`src/fpExecPkg.sv`:
```
package fpExecPkg;

	// Bit 0 set selects add, clear selects subtract
	typedef enum logic [1:0] {
		opNone   = 2'b00,
		opAdd    = 2'b01,
		opSub    = 2'b10,
		opAddAlt = 2'b11
	} exOpE;

	// Result status as seen by the execute stage
	typedef enum logic [1:0] {
		statusReady = 2'b00, // Idle, no result
		statusOk    = 2'b01  // Result valid
	} exStatusE;

endpackage

```
`src/fpFormatPkg.sv`:
```
package fpFormatPkg;

	// Binary16 field widths
	localparam int expW = 5;
	localparam int fracW = 10;
	localparam int halfW = 1 + expW + fracW;

	// Alignment shifts past this leave nothing of the smaller significand
	localparam int maxShift = 11;

	// One packed binary16 value
	typedef logic [halfW-1:0] halfT;

	// Exponent field as stored
	typedef logic [expW-1:0] expFieldT;

	// Working exponent, top bit flags overflow or underflow
	typedef logic [expW:0] expWideT;

	// Guard bit, hidden one, fraction
	typedef logic [fracW+1:0] sigT;

	// Infinity magnitude, sign bit left off
	localparam logic [expW+fracW-1:0] infMag = {{expW{1'b1}}, {fracW{1'b0}}};

endpackage
```
`src/fpSumIf.sv`:
```
`timescale 1ns/1ns

interface fpSumIf;

	logic sign;
	fpFormatPkg::expWideT exp;
	fpFormatPkg::sigT sig; // Raw sum, not yet normalized
	logic active;

	modport source (
		output sign,
		output exp,
		output sig,
		output active
	);

	modport sink (
		input sign,
		input exp,
		input sig,
		input active
	);

endinterface

```
`src/fpAlignIf.sv`:
```
`timescale 1ns/1ns

interface fpAlignIf;

	logic signA;
	logic signB; // Already flipped for subtract
	logic effSub;

	fpFormatPkg::expWideT expA;
	fpFormatPkg::expWideT expB;

	fpFormatPkg::sigT sigA;
	fpFormatPkg::sigT sigB;
	fpFormatPkg::sigT shiftedA; // Aligned to expB
	fpFormatPkg::sigT shiftedB; // Aligned to expA

	// Precomputed for the equal exponent case
	fpFormatPkg::sigT diffAB;
	fpFormatPkg::sigT diffBA;
	fpFormatPkg::sigT sumAB;

	logic expGtAB;
	logic expGtBA;
	logic sigGtAB;
	logic active;

	modport source (
		output signA, signB, effSub, expA, expB, sigA, sigB, shiftedA, shiftedB,
		output diffAB, diffBA, sumAB, expGtAB, expGtBA, sigGtAB, active
	);

	modport sink (
		input signA, signB, effSub, expA, expB, sigA, sigB, shiftedA, shiftedB,
		input diffAB, diffBA, sumAB, expGtAB, expGtBA, sigGtAB, active
	);

endinterface

```
`src/fpAddUnit.sv`:
```
`timescale 1ns/1ns

module fpAddUnit (
	input logic clock,
	input logic rstN,
	input fpFormatPkg::halfT opA,
	input fpFormatPkg::halfT opB,
	input fpExecPkg::exOpE opCode,
	output fpFormatPkg::halfT result,
	output fpExecPkg::exStatusE status
);

	fpAlignIf alignBus ();
	fpSumIf sumBus ();

	// Stage 1, unpack and align
	fpOperandAlign uAlign (
		.clock (clock),
		.rstN (rstN),
		.opA (opA),
		.opB (opB),
		.opCode (opCode),
		.alignOut (alignBus.source)
	);

	// Stage 2, significand add or subtract
	fpMantissaAdd uAdd (
		.clock (clock),
		.rstN (rstN),
		.alignIn (alignBus.sink),
		.sumOut (sumBus.source)
	);

	fpNormalizePack uPack (
		.sumIn (sumBus.sink),
		.result (result),
		.status (status)
	);

endmodule

```
`src/fpNormalizePack.sv`:
```
`timescale 1ns/1ns

module fpNormalizePack (
	fpSumIf.sink sumIn,
	output fpFormatPkg::halfT result,
	output fpExecPkg::exStatusE status
);

	// Zeros above the hidden one position, 11 for an all zero input
	function automatic logic [3:0] countLeadZeros(input fpFormatPkg::sigT s);
		logic [3:0] n;
		logic found;
		integer i;
		n = 4'd0;
		found = 1'b0;
		for (i = fpFormatPkg::fracW; i >= 0; i = i - 1) begin
			if (!found && !s[i]) begin
				n = n + 1'b1;
			end else begin
				found = 1'b1;
			end
		end
		return n;
	endfunction

	logic [3:0] leadZeros;
	logic packSign;
	fpFormatPkg::sigT normSig;
	fpFormatPkg::expWideT expAdj;
	fpFormatPkg::expFieldT expField;
	logic [fpFormatPkg::fracW-1:0] frac;

	always_comb begin
		leadZeros = countLeadZeros(sumIn.sig);
		normSig = sumIn.sig << leadZeros;
		packSign = sumIn.sign;

		if (sumIn.sig[fpFormatPkg::fracW+1]) begin // Carry out of the add
			expAdj = sumIn.exp + 1'b1;
			frac = sumIn.sig[fpFormatPkg::fracW:1]; // Truncated
		end else if (sumIn.sig == '0) begin
			expAdj = '0;
			frac = '0;
			packSign = 1'b0; // Exact zero is always positive
		end else begin
			expAdj = sumIn.exp - leadZeros;
			frac = normSig[fpFormatPkg::fracW-1:0];
		end

		expField = expAdj[fpFormatPkg::expW-1:0];

		if (expAdj[fpFormatPkg::expW]) begin
			// Wrapped below zero keeps bit 4 set, a carry past 31 does not
			if (expAdj[fpFormatPkg::expW-1]) begin
				result = '0;
			end else begin
				result = {packSign, fpFormatPkg::infMag};
			end
		end else if (expField == '1) begin
			result = {packSign, fpFormatPkg::infMag}; // Never emit a NaN pattern
		end else begin
			result = {packSign, expField, frac};
		end

		status = sumIn.active ? fpExecPkg::statusOk : fpExecPkg::statusReady;
	end

endmodule

```
`src/fpMantissaAdd.sv`:
```
`timescale 1ns/1ns

module fpMantissaAdd (
	input logic clock,
	input logic rstN,
	fpAlignIf.sink alignIn,
	fpSumIf.source sumOut
);

	logic sumSign;
	fpFormatPkg::expWideT sumExp;
	fpFormatPkg::sigT sumSig;

	always_comb begin
		if (alignIn.expGtAB) begin
			sumSign = alignIn.signA;
			sumExp = alignIn.expA;
			if (alignIn.effSub) begin
				sumSig = alignIn.sigA - alignIn.shiftedB;
			end else begin
				sumSig = alignIn.sigA + alignIn.shiftedB;
			end
		end else if (alignIn.expGtBA) begin
			sumSign = alignIn.signB;
			sumExp = alignIn.expB;
			if (alignIn.effSub) begin
				sumSig = alignIn.sigB - alignIn.shiftedA;
			end else begin
				sumSig = alignIn.sigB + alignIn.shiftedA;
			end
		end else if (alignIn.sigGtAB) begin // Equal exponents, A larger
			sumSign = alignIn.signA;
			sumExp = alignIn.expA;
			sumSig = alignIn.effSub ? alignIn.diffAB : alignIn.sumAB;
		end else begin
			// B larger or equal, exact cancellation lands here
			sumSign = alignIn.signB;
			sumExp = alignIn.expB;
			sumSig = alignIn.effSub ? alignIn.diffBA : alignIn.sumAB;
		end
	end

	always_ff @(posedge clock) begin
		sumOut.sign <= sumSign;
		sumOut.exp <= sumExp;
		sumOut.sig <= sumSig;
	end

	always_ff @(posedge clock or negedge rstN) begin
		if (!rstN) begin
			sumOut.active <= 1'b0;
		end else begin
			sumOut.active <= alignIn.active;
		end
	end

endmodule

```
`src/fpOperandAlign.sv`:
```
`timescale 1ns/1ns

module fpOperandAlign (
	input logic clock,
	input logic rstN,
	input fpFormatPkg::halfT opA,
	input fpFormatPkg::halfT opB,
	input fpExecPkg::exOpE opCode,
	fpAlignIf.source alignOut
);

	logic signA;
	logic signB;
	fpFormatPkg::expWideT expA;
	fpFormatPkg::expWideT expB;
	fpFormatPkg::expWideT expDiffAB;
	fpFormatPkg::expWideT expDiffBA;
	fpFormatPkg::sigT sigA;
	fpFormatPkg::sigT sigB;
	fpFormatPkg::sigT shiftA;
	fpFormatPkg::sigT shiftB;
	fpFormatPkg::sigT sigDiffAB;
	fpFormatPkg::sigT sigDiffBA;
	fpFormatPkg::sigT sigSum;

	always_comb begin
		signA = opA[fpFormatPkg::halfW-1];
		signB = opB[fpFormatPkg::halfW-1] ^ ~opCode[0]; // Subtract adds the negated B

		expA = {1'b0, opA[fpFormatPkg::fracW +: fpFormatPkg::expW]};
		expB = {1'b0, opB[fpFormatPkg::fracW +: fpFormatPkg::expW]};

		// Hidden one always present, guard bit clear
		sigA = {2'b01, opA[fpFormatPkg::fracW-1:0]};
		sigB = {2'b01, opB[fpFormatPkg::fracW-1:0]};

		expDiffAB = expA - expB;
		expDiffBA = expB - expA;

		// Negative differences wrap large and shift to zero as well
		shiftA = (expDiffBA <= fpFormatPkg::maxShift) ? (sigA >> expDiffBA) : '0;
		shiftB = (expDiffAB <= fpFormatPkg::maxShift) ? (sigB >> expDiffAB) : '0;

		sigDiffAB = sigA - sigB;
		sigDiffBA = sigB - sigA;
		sigSum = sigA + sigB;
	end

	always_ff @(posedge clock) begin
		alignOut.signA <= signA;
		alignOut.signB <= signB;
		alignOut.effSub <= signA ^ signB;

		alignOut.expA <= expA;
		alignOut.expB <= expB;
		alignOut.sigA <= sigA;
		alignOut.sigB <= sigB;
		alignOut.shiftedA <= shiftA;
		alignOut.shiftedB <= shiftB;

		alignOut.diffAB <= sigDiffAB;
		alignOut.diffBA <= sigDiffBA;
		alignOut.sumAB <= sigSum;

		// Sign of the opposite difference tells which side is larger
		alignOut.expGtAB <= expDiffBA[fpFormatPkg::expW];
		alignOut.expGtBA <= expDiffAB[fpFormatPkg::expW];
		alignOut.sigGtAB <= sigDiffBA[fpFormatPkg::fracW+1];
	end

	always_ff @(posedge clock or negedge rstN) begin
		if (!rstN) begin
			alignOut.active <= 1'b0;
		end else begin
			alignOut.active <= (opCode != fpExecPkg::opNone);
		end
	end

endmodule

```
`config.mk`:
```
export PLATFORM = sky130hd
export DESIGN_NAME = fpAddUnit
export DESIGN_NICKNAME = d
export VERILOG_FILES = /design/src/fpExecPkg.sv /design/src/fpFormatPkg.sv /design/src/fpSumIf.sv /design/src/fpAlignIf.sv /design/src/fpAddUnit.sv /design/src/fpNormalizePack.sv /design/src/fpMantissaAdd.sv /design/src/fpOperandAlign.sv
export SDC_FILE = /design/constraint.sdc
export NUM_CORES = 1
export LEC_CHECK = 0
export BUFFER_PORTS_ARGS = -buffer_cell sky130_fd_sc_hd__buf_2
export CAP_MARGIN = 20
export CORE_MARGIN = 2
export CORE_UTILIZATION = 50
export DETAILED_ROUTE_END_ITERATION = 6
export PLACE_DENSITY = 0.64
export SYNTH_ARGS = -nofsm -noshare
export SYNTH_HDL_FRONTEND = slang
export SYNTH_SLANG_ARGS = --single-unit
```
`constraint.sdc`:
```
create_clock -name clock -period 7.92 [get_ports clock]
set_clock_uncertainty 0.2 [all_clocks]
set_input_delay 0.396 -clock clock [delete_from_list [all_inputs] [get_ports clock]]
set_output_delay 0.396 -clock clock [all_outputs]
set_load 0.01 [all_outputs]
```
==> reports/metrics.cfg, run 1 <==
[floorplan]
fp.dieH_microns=130
io_pins=54
core-area_sq_um=15300
rows=45
dieWidth_microns=130
dieArea_sq_um=16800
start_util_pct=51.7

[synthesis]
synth-edff-count=0
synth_area_sq_um=7910
yosysSeqAreaShare_pct=28.0
yosys_warnings=0
async_flop_share_pct=1.82
ys.flop_type=dfxtp_1
yosys_register_bits=110
syn_nets=1091
ys_types=74
synth.avg_cell_area_sq_um=8.13
syn_inst=973

[place]
gp_congestion=0.912
place_inst=1199
portBuffers=52
dp_hpwl_microns=15000

[routing]
dr.pass1.iters=4
drt-initial-drc-count=532
wl_microns=19600
detail_route.wl_per_cell_microns=16.0
vias=6670
drc=0
drtAntennaViolNets=0
vias_per_cell=5.44

[timing]
setup_viol=0
fmax_mhz=136
hold_viol_final=0
final_max_slew_viol_count=0
min_period_ps=7370
whs_ps=16.5
tns_ps=0
relSlewSlack_pct=37.2
worstMarginPinSlew_ps=941
post-route-period-util_pct=93.1

[clock_tree]
worstSkewPairLatency_ps=360
cts_buffers=9
cts-root-buf=clkbuf_16
clkTransAtPathRegs_ps=80
cts_tree=done
cts_num_sinks=110
htreeDepth=3
cts.path.max_buffers=2
post_cts_buffers=0

[global_routing]
grt_max_degree=44
use_met3_pct=4.35
grt_util_met1_pct=34.3
grt_use_met2_pct=39.0
grt-ovfl-total=0
grt_pass1_vias=6223
grt-busiest-layer=met2
grt_antenna_before_repair=0
grt_pass1_wl_microns=32100
grt_usage_pct=24.4

[finish]
final_cell_mix=nor2_1 (106), dfxtp_1 (106), inv_1 (89)
finalNetCount=1129
area_delta_synth_final_pct=10.7
fill_cells=1477
final_util_pct=57.2
diodes=0
final_cells=1227
drive_above_1_share_pct=11.8

[pwr]
p_per_area_nw_per_um2=284
leakagePower_nw=3.93
fin_total_pwr_mw=2.49
vdd_drop_max_mv=0.135

[critical_path]
cp-endpoint=result[2]
cp_slowest_cell=fa_1
crit_path_start_kind=register
r2r_start=uAlign.alignOut.effSub
regToRegSetupSlack_ps=4310
endpoint_kind=output pin
crit_top_cell=ha_1
worstPathRequired_ps=7320
reg2reg_depth=12
arrival_ps=6780
rr_endpoint=uAdd.sumOut.sig[9]
path_class=reg -> out
slowest_delay_ps=410
crit_start=uAdd.sumOut.sig[9]
crit_fanout=8

[status]
status=completed

[worst_hold_path]
hold_path.class=in -> reg

[flow_run]
drv_cap=0

## cells in the mapped netlist (all sizes together) (7+ instances only)
library cell / count / share of area (%)
o21bai: 9 / 1.0
nand3: 9 / 0.57
o21ai: 58 / 3.7
mux2: 10 / 1.4
ha: 74 / 12
dfxtp: 108 / 27
xnor2: 45 / 5.0
fa: 8 / 2.0
mux2i: 34 / 4.3
clkbuf: 35 / 1.7
nor2b: 20 / 1.6
a21oi: 79 / 5.0
a21o: 16 / 1.5
and3: 10 / 0.79
a211oi: 24 / 2.3
nand2b: 16 / 1.4
nand2: 56 / 2.7
xor2: 24 / 2.7
a31oi: 7 / 0.55
inv: 90 / 4.3
buf: 10 / 0.82
nor3: 32 / 2.0
or2: 7 / 0.55
nor2: 106 / 5.0
## flip-flops by register name, summed over array words and instances (netlist names)
| signal | flops |
|---|---|
| uAlign.alignOut.sigA | 10 |
| uAdd.sumOut.sign | 1 |
| uAlign.alignOut.expGtAB | 1 |
| uAlign.alignOut.sigB | 10 |
| uAlign.alignOut.effSub | 1 |
| uAlign.alignOut.shiftedA | 11 |
| uAdd.sumOut.sig | 12 |
| uAlign.alignOut.expB | 5 |
| uAlign.alignOut.signA | 1 |
| uAlign.alignOut.sumAB | 10 |
| uAlign.alignOut.expGtBA | 1 |
| uAlign.alignOut.expA | 5 |
| uAlign.alignOut.active | 1 |
| uAlign.alignOut.signB | 1 |
| uAlign.alignOut.diffAB | 12 |
| uAlign.alignOut.diffBA | 11 |
| uAdd.sumOut.active | 1 |
| uAdd.sumOut.exp | 5 |
| uAlign.alignOut.shiftedB | 11 |
## power by group
part	switching [mW]	internal [mW]	leakage [nW]
logic	0.717	0.566	2.85
registers	0.112	0.633	0.924
clock network	0.232	0.227	0.151
total	1.06	1.43	3.93
## area by class of cell
class	count	area (sq um)	area share, %
clock buffers	9	225	2.57
clock inverters	7	86.3	0.986
inverters	90	338	3.86
multi-input cells	729	5200	59.4
flip-flops and latches	110	2210	25.3
well taps	211	264	3.02
repair buffers	71	430	4.92
## how the worst min path moves through the flow
stage                         start                       to  slack [ps]  cells after the start
after floorplan                rstN       uAdd.sumOut.active        -100                      0
after global placement         rstN       uAdd.sumOut.active         -20                      1
after detailed placement       rstN   uAlign.alignOut.active         -10                      1
after CTS                    opB[6]  uAlign.alignOut.sigB[6]          10                      1
after global routing      opCode[1]   uAlign.alignOut.active          20                      2
final                     opCode[1]   uAlign.alignOut.active          20                      2
## what timing repair did
action | 4_1_cts | 5_1_grt
endpoints found under the setup margin | 0 | 13
hold buffers | 11 | 0
endpoints found under the hold margin | 12 | 0
gates resized for setup | 0 | 8
## logic make-up (layout without fill, tap and decap cells)
kind of cell	count (synthesis)	count (layout)	synth area share (%)
buffers and inverters	135	177	6.75
and+or+nand+nor	280	281	17.0
muxes	48	48	6.91
DFF	110	110	28.0
AOI/OAI and AO/OA	247	247	19.8
other	1	1	0.0474
adders and majority gates	83	83	13.9
xor gates and xnor gates	69	69	7.64
## metal layers
metal / routed length, microns / vias up
met1: 9610 / 3079
met2: 8830 / 152
met5: 0 / -
li1: - / 3421
met3: 944 / 18
met4: 226 / 0
## per-stage QoR
| step | area [sq um] | setup slack (ps) |
|---|---|---|
| finish | 8750 | 545 |
| global route | 8750 | -23.1 |
| CTS | 8720 | 299 |
| detailed placement | 8300 | 713 |
| global placement | 8300 | 904 |
| floorplan | 7910 | 1230 |
## worst max-delay path, delay by kind of cell (launching register included)
kind,cells,cell delay (ps)
compound gates,11,2040
fa+ha+maj,5,1560
buf+inv,4,490
flops,1,360
mux,3,510
simple gates,9,1470
(Power assumes the default switching activity.)
==> run 2: changes to the inputs <==
--- a/config.mk
+++ b/config.mk
@@ -10,7 +10,7 @@
 export CORE_MARGIN = 2
 export CORE_UTILIZATION = 50
 export DETAILED_ROUTE_END_ITERATION = 6
-export PLACE_DENSITY = 0.64
+export PLACE_DENSITY = 0.72
 export SYNTH_ARGS = -nofsm -noshare
 export SYNTH_HDL_FRONTEND = slang
 export SYNTH_SLANG_ARGS = --single-unit
==> constraint.sdc (replaced) <==
create_clock -name clock -period 9.2 [get_ports clock]
set_clock_uncertainty 0.2 [all_clocks]
set_input_delay 0.46 -clock clock [delete_from_list [all_inputs] [get_ports clock]]
set_output_delay 0.46 -clock clock [all_outputs]
set_load 0.01 [all_outputs]
==> reports/metrics.cfg, run 2 (synthesis gave the netlist of run 1 again) <==
[status]
status=completed

[global_routing]
grt_max_degree=44  ; unchanged
grt_usage_pct=23.3  ; -1.0 points
grt_pass1_wl_microns=31100  ; -3.0%
grt-ovfl-total=0  ; unchanged
grt_pass1_vias=6234  ; +0.18%
grt_antenna_before_repair=0  ; unchanged

[pwr]
vdd_drop_max_mv=0.0949  ; -30%
leakagePower_nw=3.86  ; -1.7%
p_per_area_nw_per_um2=248  ; -13%

[clock_tree]
clkTransAtPathRegs_ps=70  ; about the same
htreeDepth=3  ; unchanged
cts_buffers=9  ; unchanged
cts_num_sinks=110  ; unchanged
cts.repair.resized=0  ; unchanged
worstSkewPairLatency_ps=350  ; about the same
cts.path.max_buffers=2  ; unchanged
cts-root-buf=clkbuf_16
cts_tree=done

[routing]
drc=0  ; unchanged
drt-initial-drc-count=537  ; +0.94%
vias=6703  ; +0.49%
drtAntennaViolNets=0  ; unchanged
wl_microns=19200  ; -2.1%
dr.pass1.iters=5  ; +1
detail_route.wl_per_cell_microns=15.8  ; -0.86%
vias_per_cell=5.53  ; +1.7%

[timing]
final_max_slew_viol_count=0  ; unchanged
min_period_ps=8160
relSlewSlack_pct=28.7  ; -8.5 points
setup_viol=0  ; unchanged
hold_viol_final=0  ; unchanged
post-route-period-util_pct=88.7
rsz0062_at_grt=no
tns_ps=0  ; unchanged
fmax_mhz=123
worstMarginPinSlew_ps=1070  ; +129 ps

[floorplan]
dieWidth_microns=130  ; unchanged
core-area_sq_um=15300  ; unchanged
io_pins=54  ; unchanged
fp.dieH_microns=130  ; unchanged
start_util_pct=51.7  ; unchanged
rows=45  ; unchanged
dieArea_sq_um=16800  ; unchanged

[place]
gp_congestion=0.908  ; -0.47%
place_inst=1195  ; -0.33%
dp_hpwl_microns=14700  ; -2.1%
portBuffers=52  ; unchanged

[critical_path]
cp_slowest_cell=and4b_1
slowest_delay_ps=500  ; +90 ps
crit_path_start_kind=register
worstPathRequired_ps=8540  ; +1220 ps
crit_fanout=10  ; +2
path_class=reg -> out
endpoint_kind=output pin
arrival_ps=7500  ; +720 ps
crit_top_cell=ha_1

[finish]
diodes=0  ; unchanged
drive_above_1_share_pct=10.7  ; -1.1 points
final_cells=1212  ; -1.2%
fill_cells=1447  ; -2.0%
final_cell_mix=dfxtp_1 (108), nor2_1 (106), inv_1 (90)
area_delta_synth_final_pct=8.52
layout_commonest_cell=dfxtp_1
finalNetCount=1114  ; -1.3%
reg_top3=uAdd.sumOut.sig x12, uAlign.alignOut.diffAB x12

[flow_run]
drv_cap=0  ; unchanged

[worst_hold_path]
hold_path.class=in -> reg

-- run 2: per-layer routing --
layer,wire (microns),vias to the layer above,share of wire [%],track usage (%)
li1,-,3384,-,-
met3,1030,30,5.4,2.95
met1,8870,3080,46,31.8
met2,8960,209,47,38.7
met5,0,-,0,0
met4,347,0,1.8,7.08
-- run 2: path summary, 6_finish.rpt --
| path | from | to | slack, ps | cells after the start |
|---|---|---|---|---|
| min reg2reg | uAlign.alignOut.active | uAdd.sumOut.active | 160 | 0 |
| max | uAdd.sumOut.sig[10] | result[2] | 1040 | 32 |
| min | opB[14] | uAlign.alignOut.expB[4] | 30 | 1 |
| max reg2reg | uAlign.alignOut.effSub | uAdd.sumOut.sig[9] | 5650 | 12 |
| min in group asynchronous | rstN | uAlign.alignOut.active | 240 | 2 |
| max in group asynchronous | rstN | uAdd.sumOut.active | 8460 | 2 |
-- run 2: what timing repair did --
item	in CTS	in global routing
hold buffers	1	0
setup buffers	0	0
endpoints found under the setup margin	0	0
hold endpoints to repair	2	0
-- run 2: area by class of cell --
cell class / count / area, sq um / area share (%)
tap: 211 / 264 / 3.07
clock buffer: 11 / 243 / 2.83
sequential: 110 / 2210 / 25.8
inverter: 90 / 338 / 3.93
multi-input combinational: 728 / 5160 / 60.2
clock inverter: 5 / 63.8 / 0.743
timing repair buffer: 57 / 300 / 3.50
-- run 2: report_power, final --
part | leakage, nW | total, mW | internal, mW | switching, mW
Combinational | 2.79 | 1.09 | 0.475 | 0.612
Sequential | 0.924 | 0.641 | 0.544 | 0.0970
Clock | 0.147 | 0.404 | 0.222 | 0.182
Total | 3.86 | 2.13 | 1.24 | 0.891
-- run 2: worst max-delay path, delay by kind of cell, from the launching register on --
| family | cells | cell delay [ps] |
|---|---|---|
| compound gates | 11 | 2410 |
| fa+ha+maj | 5 | 1630 |
| buf+inv | 4 | 650 |
| flops | 1 | 480 |
| mux | 3 | 520 |
| simple gates | 9 | 1460 |
-- run 2: per-stage QoR --
stage	utilization, %	setup slack [ps]	hold WS (ps)	power (mW)	area (sq um)
after detailed placement	54.0	1550	47.5	1.72	8270
after global placement	54.0	1790	45.7	1.70	8270
after CTS	56.1	1140	32.3	2.12	8590
final	56.1	1040	34.8	2.13	8590
after floorplan	-	2450	-35.6	1.45	7910
after global routing	56.1	582	28.7	2.29	8590
==> run 3: changes to the inputs <==
--- a/config.mk
+++ b/config.mk
@@ -5,7 +5,7 @@
 export SDC_FILE = /design/constraint.sdc
 export NUM_CORES = 1
 export LEC_CHECK = 0
-export BUFFER_PORTS_ARGS = -buffer_cell sky130_fd_sc_hd__buf_2
+export BUFFER_PORTS_ARGS = -buffer_cell sky130_fd_sc_hd__buf_4
 export CAP_MARGIN = 20
 export CORE_MARGIN = 2
 export CORE_UTILIZATION = 50
==> reports/metrics.cfg, run 3 (synthesis gave the netlist of run 1 again) <==
[status]
status=completed

[routing]
dr.pass1.iters=5  ; unchanged
drc=0  ; unchanged
vias=6717  ; +0.21%
drtAntennaViolNets=0  ; unchanged
wl_microns=18900  ; -1.8%
vias_per_cell=5.54  ; +0.13%
drt-initial-drc-count=520  ; -3.2%
detail_route.wl_per_cell_microns=15.5  ; -1.9%

[timing]
worstMarginPinSlew_ps=947  ; -123 ps
rsz0062_at_grt=no
final_max_slew_viol_count=0  ; unchanged
fmax_mhz=124  ; +1.0%
tns_ps=0  ; unchanged
relSlewSlack_pct=36.9  ; +8.2 points
setup_viol=0  ; unchanged
hold_viol_final=0  ; unchanged
post-route-period-util_pct=87.7  ; -0.91 points
min_period_ps=8070  ; -83.4 ps
whs_ps=17.3  ; -17.5 ps

[floorplan]
fp.dieH_microns=130  ; unchanged
dieWidth_microns=130  ; unchanged
io_pins=54  ; unchanged
rows=45  ; unchanged
dieArea_sq_um=16800  ; unchanged
core-area_sq_um=15300  ; unchanged
start_util_pct=51.7  ; unchanged

[clock_tree]
cts_buffers=9  ; unchanged
cts.path.max_buffers=2  ; unchanged
htreeDepth=3  ; unchanged
cts-root-buf=clkbuf_16
worstSkewPairLatency_ps=360  ; about the same
cts_tree=done
cts_num_sinks=110  ; unchanged
clkTransAtPathRegs_ps=80  ; about the same

[critical_path]
arrival_ps=7410  ; -90 ps
crit_start=uAdd.sumOut.sig[10]
crit_fanout=10  ; unchanged
cp_slowest_cell=and4b_1
endpoint_kind=output pin
r2r_start=uAlign.alignOut.effSub
crit_path_start_kind=register
path_class=reg -> out
slowest_delay_ps=500  ; about the same
crit_top_cell=ha_1
worstPathRequired_ps=8540  ; about the same

[finish]
reg_top3=uAdd.sumOut.sig x12, uAlign.alignOut.diffAB x12
drive_above_1_share_pct=10.9  ; +0.19 points
final_cell_mix=dfxtp_1 (108), nor2_1 (106), inv_1 (90)
layout_commonest_cell=dfxtp_1
diodes=0  ; unchanged
finalNetCount=1115  ; +0.090%
area_delta_synth_final_pct=10.3
fill_cells=1476  ; +2.0%

[pwr]
leakagePower_nw=3.92  ; +1.4%
p_per_area_nw_per_um2=249  ; +0.40%
vdd_drop_max_mv=0.123  ; +29%

[global_routing]
grt-ovfl-total=0  ; unchanged
grt_max_degree=44  ; unchanged
grt_antenna_before_repair=0  ; unchanged
grt_pass1_vias=6095  ; -2.2%
grt_pass1_wl_microns=30400  ; -2.4%
grt_usage_pct=22.9  ; -0.44 points

[place]
portBuffers=52  ; unchanged
dp_hpwl_microns=14400  ; -1.8%
gp_congestion=0.898  ; -1.1%

[worst_hold_path]
min_from=opA[14]
hold_path.class=in -> reg

[flow_run]
drv_cap=0  ; unchanged

==> run 3: through the flow <==
stage	utilization [%]	setup WS, ps	instance area (sq um)	cells	total power, mW
after floorplan	-	2450	7910	973	1.45
after global routing	57.0	514	8730	1213	2.34
after detailed placement	54.9	1560	8410	1196	1.76
after CTS	57.0	1150	8730	1213	2.17
final	57.0	1130	8730	1213	2.18
after global placement	54.9	1760	8410	1196	1.74
==> run 3: path summary, 6_finish.rpt <==
check | endpoint | slack [ps] | cells after the start
max | result[0] | 1130 | 32
min | uAlign.alignOut.expA[4] | 20 | 1
max in group asynchronous | uAlign.alignOut.active | 8480 | 2
min in group asynchronous | uAdd.sumOut.active | 240 | 2
max reg2reg | uAdd.sumOut.sig[9] | 5660 | 12
min reg2reg | uAdd.sumOut.active | 150 | 0
==> run 3: area by class of cell <==
type                       instances  area [sq um]  share of cell area, %
clock buffer                       9           225                   2.58
clock inverter                     7          86.3                  0.989
inverter                          90           338                   3.87
multi-input combinational        728          5160                   59.2
sequential                       110          2210                   25.3
tap                              211           264                   3.02
timing repair buffer              58           438                   5.02
==> run 3: what timing repair did <==
item | CTS | global route
hold buffers | 1 | 0
setup buffers | 0 | 0
endpoints found under the hold margin | 2 | 0
resized for setup | 0 | 0
==> run 3: power breakdown <==
| part | switching [mW] | internal [mW] |
|---|---|---|
| clock | 0.190 | 0.217 |
| combinational | 0.615 | 0.513 |
| sequential | 0.0966 | 0.544 |
==> run 3: worst max-delay path: cells and delay by family, from the launching register on <==
kind	cells	cell delay, ps
adders and majority gates	5	1640
buffers and inverters	4	650
AOI/OAI and AO/OA	11	2320
and+or+nand+nor	9	1460
muxes	3	510
DFF	1	490
==> run 3: per-layer routing <==
| layer | share of wire (%) | wire length, microns | GRT usage, % |
|---|---|---|---|
| met2 | 46 | 8660 | 36.4 |
| met4 | 2.1 | 394 | 7.78 |
| met1 | 47 | 8930 | 32.1 |
| met5 | 0 | 0 | 0 |
| met3 | 4.7 | 877 | 2.99 |
